===== config.mk =====
export PLATFORM = sky130hd
export DESIGN_NAME = lsu
export DESIGN_NICKNAME = d
export VERILOG_FILES = /design/src/hdl/ahb_pkg.sv /design/src/hdl/lsu_pkg.sv /design/src/hdl/lsu.sv /design/src/hdl/secded_decode.sv /design/src/hdl/secded_encode.sv
export SDC_FILE = /design/constraint.sdc
export NUM_CORES = 1
export LEC_CHECK = 0
export BUFFER_PORTS_ARGS = -buffer_cell sky130_fd_sc_hd__clkbuf_2
export CAP_MARGIN = 0
export CORE_UTILIZATION = 40
export DETAILED_ROUTE_END_ITERATION = 7
export GPL_TIMING_DRIVEN = 0
export SETUP_SLACK_MARGIN = 0.1
export SYNTH_ARGS = -nofsm -noshare
export SYNTH_HDL_FRONTEND = slang
export SYNTH_SLANG_ARGS = --single-unit

===== constraint.sdc =====
create_clock -name s_clk_i -period 7.99 [get_ports s_clk_i]
set_clock_uncertainty 0.1 [all_clocks]
set_input_delay 1.1985 -clock s_clk_i [delete_from_list [all_inputs] [get_ports s_clk_i]]
set_output_delay 1.1985 -clock s_clk_i [all_outputs]
set_load 0.02 [all_outputs]

===== src/hdl/ahb_pkg.sv =====
// ~~~~~~~~~~~~~~~~~~~~~~~~~~~~~~~~~~~~~~~~~~~~~~~~
// AHB-Lite transfer type and size encodings
// Address, data and checksum widths of the bus
// SECDED column table shared by encoder and decoder
// ~~~~~~~~~~~~~~~~~~~~~~~~~~~~~~~~~~~~~~~~~~~~~~~~
package ahb_pkg;

    localparam int ADDR_W  = 32;
    localparam int DATA_W  = 32;
    localparam int CHECK_W = 7;    // 6 Hamming bits plus overall parity

    typedef enum logic [1:0] {
        IDLE   = 2'b00,
        NONSEQ = 2'b10
    } htrans_e;

    typedef enum logic [2:0] {
        BYTE = 3'b000,
        HALF = 3'b001,
        WORD = 3'b010
    } hsize_e;

    // Check-bit column of data bit idx
    // Data bits sit on the non power-of-two Hamming positions 3..38
    // Top bit folds the overall parity in, so every column has odd weight
    function automatic logic [CHECK_W-1:0] secded_col(input int unsigned idx);
        logic [5:0]  pos;
        int unsigned seen;
        secded_col = '0;
        seen       = 0;
        for (int unsigned p = 3; p <= 38; p++) begin
            pos = 6'(p);
            if ((pos & (pos - 6'd1)) != 6'd0) begin   // Skip check-bit slots
                if (seen == idx)
                    secded_col = {~^pos, pos};
                seen++;
            end
        end
    endfunction

endpackage


===== src/hdl/lsu_pkg.sv =====
// ~~~~~~~~~~~~~~~~~~~~~~~~~~~~~~~~~~~~~~~~~~~~~~~~
// Load/store opcodes and RMW sequence states
// Error-info bit positions, memory depth
// ~~~~~~~~~~~~~~~~~~~~~~~~~~~~~~~~~~~~~~~~~~~~~~~~
package lsu_pkg;

    // Opcode layout
    // [1:0] size (0 byte, 1 half, 2 word)
    // [2]   unsigned load
    // [3]   store
    typedef enum logic [3:0] {
        LB  = 4'b0000,
        LH  = 4'b0001,
        LW  = 4'b0010,
        LBU = 4'b0100,
        LHU = 4'b0101,
        SB  = 4'b1000,
        SH  = 4'b1001,
        SW  = 4'b1010
    } lsu_op_e;

    // Sub-word store sequence
    typedef enum logic [1:0] {
        RMW_IDLE  = 2'b00,
        RMW_READ  = 2'b01,   // Aligned read in flight
        RMW_WRITE = 2'b10    // Merged word on the address bus
    } rmw_state_e;

    // Error info bits
    localparam int EINFO_W   = 3;
    localparam int EINFO_ERR = 0;   // Nonzero syndrome
    localparam int EINFO_CE  = 1;   // Single error, corrected
    localparam int EINFO_UCE = 2;   // Uncorrectable

    // Memory depth in words, byte addresses 0..MEM_WORDS*4-1
    localparam int MEM_WORDS = 256;
    localparam int MEM_AW    = $clog2(MEM_WORDS);

endpackage


===== src/hdl/lsu.sv =====
// ~~~~~~~~~~~~~~~~~~~~~~~~~~~~~~~~~~~~~~~~~~~~~~~~
// Load/store unit with AHB-Lite master port
// RMW sequencer for sub-word stores
// Load syndrome register, correction, extraction
// ~~~~~~~~~~~~~~~~~~~~~~~~~~~~~~~~~~~~~~~~~~~~~~~~
`timescale 1ns/100ps

module lsu (
    input  logic                          s_clk_i,
    input  logic                          reset_i,
    // Core request
    input  logic                          req_valid_i,
    input  lsu_pkg::lsu_op_e              req_op_i,
    input  logic [ahb_pkg::ADDR_W-1:0]    req_addr_i,
    input  logic [ahb_pkg::DATA_W-1:0]    req_wdata_i,
    output logic                          req_busy_o,    // No new request this cycle
    // Core response
    output logic                          rsp_valid_o,
    output logic [ahb_pkg::DATA_W-1:0]    rsp_rdata_o,
    output logic [lsu_pkg::EINFO_W-1:0]   rsp_einfo_o,
    output logic                          rsp_error_o,   // Bus error
    // AHB-Lite master
    output logic [ahb_pkg::ADDR_W-1:0]    haddr_o,
    output ahb_pkg::htrans_e              htrans_o,
    output ahb_pkg::hsize_e               hsize_o,
    output logic                          hwrite_o,
    output logic [ahb_pkg::DATA_W-1:0]    hwdata_o,
    output logic [ahb_pkg::CHECK_W-1:0]   hwdcheck_o,
    input  logic [ahb_pkg::DATA_W-1:0]    hrdata_i,
    input  logic [ahb_pkg::CHECK_W-1:0]   hrdcheck_i,
    input  logic                          hready_i,
    input  logic                          hresp_i
);

    lsu_pkg::rmw_state_e               rmw_state_q;
    logic                              req_fire, ap_fire, sub_store;
    logic                              dp_valid_q, dp_write_q, dp_done, dp_rmw_rd;
    lsu_pkg::lsu_op_e                  dp_op_q, rs_op_q;
    logic [ahb_pkg::ADDR_W-1:0]        dp_addr_q;
    logic [1:0]                        rs_addr_q;
    logic                              rs_valid_q, rs_error_q, rs_chk;
    logic [ahb_pkg::DATA_W-1:0]        wdata_q, st_lane, merged, raw_q, fix_data;
    logic [ahb_pkg::DATA_W-1:0]        lane, load_val;
    logic [ahb_pkg::CHECK_W-1:0]       rd_check, syn_q;
    logic [lsu_pkg::EINFO_W-1:0]       dec_einfo;
    logic [3:0]                        byte_mask;

    assign sub_store  = req_op_i[3] && (req_op_i[1:0] != 2'b10);
    assign req_busy_o = (rmw_state_q != lsu_pkg::RMW_IDLE) || !hready_i;
    assign req_fire   = req_valid_i && !req_busy_o;

    // Address phase, held by the core while hready is low
    always_comb begin
        htrans_o = ahb_pkg::IDLE;
        haddr_o  = {req_addr_i[ahb_pkg::ADDR_W-1:2], 2'b00};   // Always word aligned
        hsize_o  = ahb_pkg::WORD;                               // Checksum covers whole word
        hwrite_o = 1'b0;
        if (rmw_state_q == lsu_pkg::RMW_WRITE) begin
            htrans_o = ahb_pkg::NONSEQ;                          // Merged word goes out
            haddr_o  = {dp_addr_q[ahb_pkg::ADDR_W-1:2], 2'b00};
            hwrite_o = 1'b1;
        end else if (rmw_state_q == lsu_pkg::RMW_IDLE && req_valid_i) begin
            htrans_o = ahb_pkg::NONSEQ;
            hwrite_o = req_op_i[3] && !sub_store;              // Sub-word stores read first
        end
    end

    assign ap_fire   = (htrans_o == ahb_pkg::NONSEQ) && hready_i;
    assign dp_done   = dp_valid_q && hready_i;
    assign dp_rmw_rd = !dp_write_q && dp_op_q[3];   // Read half of an RMW

    // RMW sequence
    always_ff @(posedge s_clk_i) begin
        if (reset_i) begin
            rmw_state_q <= lsu_pkg::RMW_IDLE;
        end else if (hresp_i && !hready_i) begin
            rmw_state_q <= lsu_pkg::RMW_IDLE;     // First error cycle ends the sequence
        end else if (hready_i) begin
            case (rmw_state_q)
                lsu_pkg::RMW_IDLE: begin
                    if (req_fire && sub_store)
                        rmw_state_q <= lsu_pkg::RMW_READ;
                end
                lsu_pkg::RMW_READ:  rmw_state_q <= lsu_pkg::RMW_WRITE;   // Old word is in
                default:            rmw_state_q <= lsu_pkg::RMW_IDLE;    // Write accepted
            endcase
        end
    end

    // Data phase and response control
    always_ff @(posedge s_clk_i) begin
        if (reset_i) begin
            dp_valid_q <= 1'b0;
            rs_valid_q <= 1'b0;
            rs_error_q <= 1'b0;
        end else begin
            if (hready_i)
                dp_valid_q <= ap_fire;
            rs_valid_q <= dp_done && (hresp_i || !dp_rmw_rd);   // RMW read stays silent
            rs_error_q <= dp_done && hresp_i;
        end
    end

    // Store data into byte lanes
    always_comb begin
        case (req_op_i[1:0])
            2'b00:   st_lane = {4{req_wdata_i[7:0]}};
            2'b01:   st_lane = {2{req_wdata_i[15:0]}};
            default: st_lane = req_wdata_i;
        endcase
    end

    // Lanes owned by the pending sub-word store
    always_comb begin
        if (dp_op_q[1:0] == 2'b00)
            byte_mask = 4'b0001 << dp_addr_q[1:0];
        else
            byte_mask = dp_addr_q[1] ? 4'b1100 : 4'b0011;
    end

    // New bytes over the corrected old word
    always_comb begin
        for (int b = 0; b < 4; b++)
            merged[8*b +: 8] = byte_mask[b] ? wdata_q[8*b +: 8] : fix_data[8*b +: 8];
    end

    always_ff @(posedge s_clk_i) begin
        if (hready_i)
            dp_write_q <= hwrite_o;
        if (req_fire) begin
            dp_op_q   <= req_op_i;
            dp_addr_q <= req_addr_i;
        end
        if (req_fire && req_op_i[3])
            wdata_q <= st_lane;
        else if (rmw_state_q == lsu_pkg::RMW_WRITE && hready_i)
            wdata_q <= merged;                    // Data phase of the RMW write
        if (dp_done && !dp_write_q) begin
            syn_q <= rd_check ^ hrdcheck_i;       // Analysed next cycle
            raw_q <= hrdata_i;
        end
        if (dp_done) begin
            rs_op_q   <= dp_op_q;
            rs_addr_q <= dp_addr_q[1:0];
        end
    end

    secded_encode wr_enc (
        .data_i  (wdata_q),
        .check_o (hwdcheck_o)
    );

    secded_encode rd_enc (
        .data_i  (hrdata_i),
        .check_o (rd_check)
    );

    secded_decode dec (
        .data_i     (raw_q),
        .syndrome_i (syn_q),
        .data_o     (fix_data),
        .einfo_o    (dec_einfo)
    );

    assign hwdata_o = wdata_q;

    // Pick and extend the requested lane
    always_comb begin
        lane = fix_data >> {rs_addr_q, 3'b000};
        case (rs_op_q)
            lsu_pkg::LB:  load_val = {{24{lane[7]}}, lane[7:0]};
            lsu_pkg::LBU: load_val = {24'd0, lane[7:0]};
            lsu_pkg::LH:  load_val = {{16{lane[15]}}, lane[15:0]};
            lsu_pkg::LHU: load_val = {16'd0, lane[15:0]};
            default:      load_val = fix_data;
        endcase
    end

    // Loads and RMW stores carry the syndrome of their read
    assign rs_chk = !rs_error_q && (!rs_op_q[3] || (rs_op_q[1:0] != 2'b10));

    assign rsp_valid_o = rs_valid_q;
    assign rsp_error_o = rs_error_q;
    assign rsp_einfo_o = rs_chk ? dec_einfo : '0;
    assign rsp_rdata_o = (rs_op_q[3] || rs_error_q) ? '0 : load_val;

endmodule


===== src/hdl/secded_decode.sv =====
// ~~~~~~~~~~~~~~~~~~~~~~~~~~~~~~~~~~~~~~~~~~~~~~~~
// SECDED syndrome classification
// Single data-bit correction and error info
// ~~~~~~~~~~~~~~~~~~~~~~~~~~~~~~~~~~~~~~~~~~~~~~~~
`timescale 1ns/100ps

module secded_decode (
    input  logic [ahb_pkg::DATA_W-1:0]   data_i,      // Raw word as read
    input  logic [ahb_pkg::CHECK_W-1:0]  syndrome_i,  // Recomputed ^ stored checksum
    output logic [ahb_pkg::DATA_W-1:0]   data_o,      // Corrected word
    output logic [lsu_pkg::EINFO_W-1:0]  einfo_o      // {uce, ce, err}
);

    logic syn_nz;     // Any error
    logic data_hit;   // Syndrome names a data bit
    logic chk_hit;    // Syndrome names a check bit

    assign syn_nz = |syndrome_i;

    // Flip the one data bit whose column equals the syndrome
    always_comb begin
        data_o   = data_i;
        data_hit = 1'b0;
        for (int i = 0; i < ahb_pkg::DATA_W; i++) begin
            if (syndrome_i == ahb_pkg::secded_col(i)) begin
                data_o[i] = ~data_i[i];
                data_hit  = 1'b1;
            end
        end
    end

    // Check-bit columns are unit vectors, so the syndrome is one-hot
    // Data stays untouched here
    assign chk_hit = syn_nz && ((syndrome_i & (syndrome_i - 7'd1)) == '0);

    always_comb begin
        einfo_o                     = '0;
        einfo_o[lsu_pkg::EINFO_ERR] = syn_nz;
        einfo_o[lsu_pkg::EINFO_CE]  = data_hit | chk_hit;
        // Even-weight or unknown pattern, double flip at least
        einfo_o[lsu_pkg::EINFO_UCE] = syn_nz & ~(data_hit | chk_hit);
    end

endmodule


===== src/hdl/secded_encode.sv =====
// ~~~~~~~~~~~~~~~~~~~~~~~~~~~~~~~~~~~~~~~~~~~~~~~~
// SECDED (39,32) checksum generator
// ~~~~~~~~~~~~~~~~~~~~~~~~~~~~~~~~~~~~~~~~~~~~~~~~
`timescale 1ns/100ps

module secded_encode (
    input  logic [ahb_pkg::DATA_W-1:0]  data_i,    // Word to protect
    output logic [ahb_pkg::CHECK_W-1:0] check_o    // Hamming bits + overall parity
);

    // Each check bit is the parity of the data bits whose column has it set
    // All-zero word gives all-zero checksum
    always_comb begin
        check_o = '0;
        for (int i = 0; i < ahb_pkg::DATA_W; i++) begin
            if (data_i[i])
                check_o = check_o ^ ahb_pkg::secded_col(i);
        end
    end

endmodule


# Word level (Yosys, flattened, before mapping)
# Cells that the tools add are included.
[classes]
addsub = 1921
multipliers = 0
div = 0
n_lt_le_gt_ge = 0
n_eq_ne = 1968
shifts = 2
muxes = 4177
bitwise_logic = 99
n_reduce_logical = 103
[ops]
columns = ["op", "count"]
rows = [
  ["$mux 32", 1988],
  ["$add 32x1->32 const B", 1920],
  ["$eq 32x5->1 const B", 992],
  ["$eq 32x4->1 const B", 496],
  ["$mux 7", 2106],
  ["$eq 32x3->1 const B", 248],
  ["$eq 32x2->1 const B", 124],
  ["$eq 32x1->1 const B", 62],
  ["$logic_not 32->1", 62],
  ["$xor 7x7->7", 63],
  ["$pmux 32 s4", 1],
  ["$eq 7x7->1 const B", 18],
  ["$mux 1", 66],
  ["$pmux 32 s2", 1],
  ["$eq 7x5->1 const B", 7],
  ["$not 1->1", 33],
  ["$mux 8", 4],
  ["$shr 32x5->16", 1],
  ["$eq 7x4->1 const B", 3],
  ["$eq 7x6->1 const B", 3],
  ["$logic_and 1x1->1", 16],
  ["$mux 3", 5],
  ["$ne 2x1->1 const B", 5],
  ["$reduce_and 2->1", 5],
  ["22 further kinds", 41],
]
[word_totals]
regBits = 119
latchBits = 0
mem_bits_rw = 0
romBits = 0
inputBits = 112
out_inout_bits = 115
memories = 0

# Longest topological paths before layout
[logic_depth]
word_depth = 127
depth_mapped = 8
ltp_nobuf = 6

# By module
# A second synthesis with hierarchy kept.
[unflattened]
hier_cells = 737
area_unflattened_um2 = 8074.0
[modules_own_cells]
columns = ["module", "instances", "cells_each", "area_each_um2", "seq_area_each_um2"]
rows = [
  ["lsu", 1, 459, 5761.8, 3523.4],
  ["secded_decode", 1, 157, 1068.5, 0.0],
  ["secded_encode at rd_enc", 1, 61, 634.4, 0.0],
  ["secded_encode at wr_enc", 1, 60, 609.3, 0.0],
]

# Worst setup path after synthesis
# Ideal clock, no wire load.
[synth_path]
path_type = "reg2out"
startpoint = "register syn_q[5] in the netlist's numbering"
endpoint = "output port rsp_rdata_o[16] in the netlist's numbering"
arrival_time_ns = 2.695
path_slack_ns = 3.997
stages_incl_launch_ff = 8
n_path_buf = 1
cell_sequence = "edfxtp_1 -> buf_2 -> nor3b_2 -> nand3_1 -> mux2i_1 -> a2111oi_4 -> a221oi_4 -> a211oi_1"
[synth_between]
elab_chain_len = 5
[synth_rtl]
columns = ["item", "line_no", "rtl"]
rows = [
  ["from (decl)", "lsu.sv:44", "logic [ahb_pkg::CHECK_W-1:0] rd_check, syn_q;"],
  ["from (signal assigned)", "lsu.sv:139", "syn_q <= rd_check ^ hrdcheck_i;"],
  ["$eq 7x7->1 (tied with other cells)", "--", ""],
  ["$mux 1", "--", ""],
  ["$shr 32x5->16", "--", ""],
  ["$pmux 32 s4 (*)", "--", ""],
  ["$mux 32 (*)", "--", ""],
  ["to (decl)", "lsu.sv:19", "output logic [ahb_pkg::DATA_W-1:0] rsp_rdata_o,"],
]
# Mark *: on every way between the ends. The rest lies on a longest branch, timed or not.

# Worst setup path after layout
[layout_path]
startpoint = "register syn_q[5] in the netlist's numbering"
endpoint = "output port rsp_rdata_o[17] in the netlist's numbering"
# The elaborated chain is that of the path after synthesis.

==> impl_metrics.json <==
{
  "first_iter_violations": 551,
  "min_period_ns": 5.14,
  "status": "complete, no violations",
  "fp.dieArea_mm2": 0.0204,
  "worstPathCellList": "buf_2 > nor3b_2 > nand3_1 > mux2i_1 > a2111oi_4 > a221oi_4 > buf_6 > a211oi_2 > clkbuf_2",
  "cts_tree": "done",
  "syn_inst": 733,
  "num-fill-cells": 1786,
  "worst_pin_slew_ns": 1.16,
  "nets": 1091,
  "synth_edf_count": 114,
  "fin_cells": 1257,
  "max_stage_delay_ns": 0.75,
  "syn2layout_area_growth_pct": 26.0,
  "ys.flop_type": "edfxtp_1",
  "cpMaxStageDelayCell": "a2111oi_4",
  "fin_crit_sh_pct": 64.3,
  "path_class": "flip-flop to primary output",
  "grt_overflow_total": 0,
  "antenna_cells": 0,
  "crit_required_ns": 6.69,
  "synth_area_mm2": 0.00794,
  "die_h_um": 143,
  "clkTransAtPathRegs_ns": 0.06,
  "post_cts_buffers": 0,
  "drive_gt1_share_pct": 32.9,
  "dr_total_vias": 6788,
  "hold_viol": 0,
  "wire_per_inst_um": 19.7,
  "drc": 0,
  "fp-row-count": 51,
  "grt_usage_pct": 24.4,
  "ir_worst_vdd_mv": 0.155,
  "dieWidth_um": 143,
  "initial_core_util_pct": 40.8,
  "endpoint_kind": "primary output",
  "cts.sink_count": 119,
  "arrival_ns": 3.84,
  "finalSetupTns_ns": 0,
  "ant_nets": 0,
  "grt_pass1_vias": 6287,
  "hold_path.class": "flip-flop to flip-flop",
  "clk_path_buf_depth": 2,
  "wl_um": 24800,
  "p_per_area_mw_per_mm2": 189,
  "core_area_mm2": 0.0195,
  "synth-warning-count": 0,
  "placement.io_buffers": 220,
  "max_freq_ghz": 0.195,
  "via_per_inst": 5.40,
  "critPathLaunchType": "flip-flop",
  "ios": 227,
  "hpwl_um": 19900,
  "ys_ff_latch": 119,
  "rsz0062_at_grt": "no",
  "root_buffer": "clkbuf_16",
  "path_max_fanout": 10,
  "cts-resized-gates": 0,
  "firstDrtPassIters": 5,
  "slew_violations": 0,
  "htree_levels": 4,
  "relSlewSlack_pct": 22.0,
  "ys_types": 55,
  "grt_max_degree": 31,
  "placed_cells": 1224,
  "antenna_found_initial": 0,
  "clk_latency_ns": 0.42,
  "synth-async-reset-ratio_pct": 0,
  "numCtsBuffers": 17,
  "maxCapViolations": 0,
  "avgSynthCellArea_um2": 10.8,
  "setup_viol": 0,
  "ys_seq_area_share_pct": 44.4,
  "gp_congestion": 0.927,
  "grt_pass1_wl_um": 36500,
  "p_leak_nw": 3.70,
  "postCtsHoldBufs": 0
}
-- cells by family (layout without fill, tap and decap cells) --
family                    after synthesis  after routing  synth area share, %
DFF                                   119            119                 44.4
xor gates and xnor gates              180            180                 20.1
AOI/OAI and AO/OA                     142            142                 12.9
muxes                                  54             54                 7.39
and+or+nand+nor                       179            179                 11.8
other                                   2              6               0.0946
buffers and inverters                  57            312                 3.32
-- final cells by class --
class	instances	area (um^2)	area share [%]
Sequential cell	119	3520	35.2
Timing Repair Buffer	223	1150	11.5
Multi-Input combinational cell	561	4180	41.7
Buffer	48	230	2.30
Clock buffer	17	425	4.25
Tap cell	265	332	3.31
Inverter	9	33.8	0.337
Clock inverter	15	135	1.35
-- sequential cells by signal (all words and copies together) (netlist names) --
register,cells
dp_addr_q,32
dp_op_q,4
dp_valid_q,1
dp_write_q,1
hwdata_o,32
raw_q,32
rmw_state_q,2
rs_addr_q,2
rs_op_q,4
rsp_error_o,1
rsp_valid_o,1
syn_q,7
-- power breakdown --
group          total, mW  switching, mW  internal, mW
logic              0.424          0.240         0.184
clock network      0.734          0.324         0.410
registers          0.731         0.0133         0.717
-- Yosys cell counts (all sizes together), types with 8 or more instances --
| library cell | number | area [um^2] |
|---|---|---|
| xnor2 | 134 | 1170 |
| edfxtp | 114 | 3420 |
| nor2 | 46 | 173 |
| xor2 | 45 | 402 |
| a211oi | 44 | 380 |
| a21oi | 40 | 200 |
| mux2 | 37 | 417 |
| nand2 | 30 | 113 |
| clkbuf | 28 | 105 |
| nor2b | 26 | 163 |
| nand3 | 25 | 130 |
| buf | 20 | 125 |
| mux2i | 17 | 170 |
| o21ai | 16 | 80.1 |
| nor3 | 12 | 60.1 |
| o22ai | 9 | 56.3 |
| inv | 8 | 30.0 |
| nand4 | 8 | 50.1 |
| o221ai | 8 | 70.1 |
-- worst paths after layout --
path	slack, ns	cells after the start	to	startpoint
max reg2reg	4.59	8	hwdata_o[10]	rmw_state_q[0]
max	2.85	9	rsp_rdata_o[17]	syn_q[5]
min reg2reg	0.33	0	rs_op_q[2]	dp_op_q[2]
min	0.33	0	rs_op_q[2]	dp_op_q[2]
-- metal layers --
layer | GRT usage (%) | share of wire, %
met5 | 0 | 0
met4 | 10.4 | 3.1
met3 | 4.49 | 7.7
met2 | 38.9 | 46
met1 | 32.3 | 43
-- worst max-delay path: cells and delay by family (launching register included) --
kind | cells | cell delay (ns)
simple gates | 2 | 0.93
flops | 1 | 0.42
mux | 1 | 0.23
compound gates | 3 | 1.19
buf+inv | 3 | 0.65
-- cells in the final DEF, fill, tap and decap left out, types with 9 or more instances in the layout --
cell and n:
o22ai_1 9, clkbuf_1 28, nor3_1 12, clkbuf_2 221, a211oi_1 34, xor2_1 44
edfxtp_1 114, nand3_1 24, a211oi_2 10, nor2_1 45, mux2i_1 17, mux2_2 37
o21ai_0 14, nand2_1 30, clkbuf_16 17, nor2b_1 26, a21oi_1 40, xnor2_1 134
-- through the flow --
stage                     cell area (um^2)  setup WS (ns)  utilization, %  hold WS (ns)  power (mW)
after floorplan                       7960           4.00               -         0.300        1.03
after global placement                9390           3.13            48.2         0.306        1.16
after detailed placement              9450           3.35            48.5         0.318        1.17
after CTS                            10000           2.90            51.4         0.334        1.90
after global routing                 10000           2.71            51.4         0.357        1.96
final                                10000           2.85            51.4         0.328        1.89
Note: power is estimated with default switching activity, not from simulation.
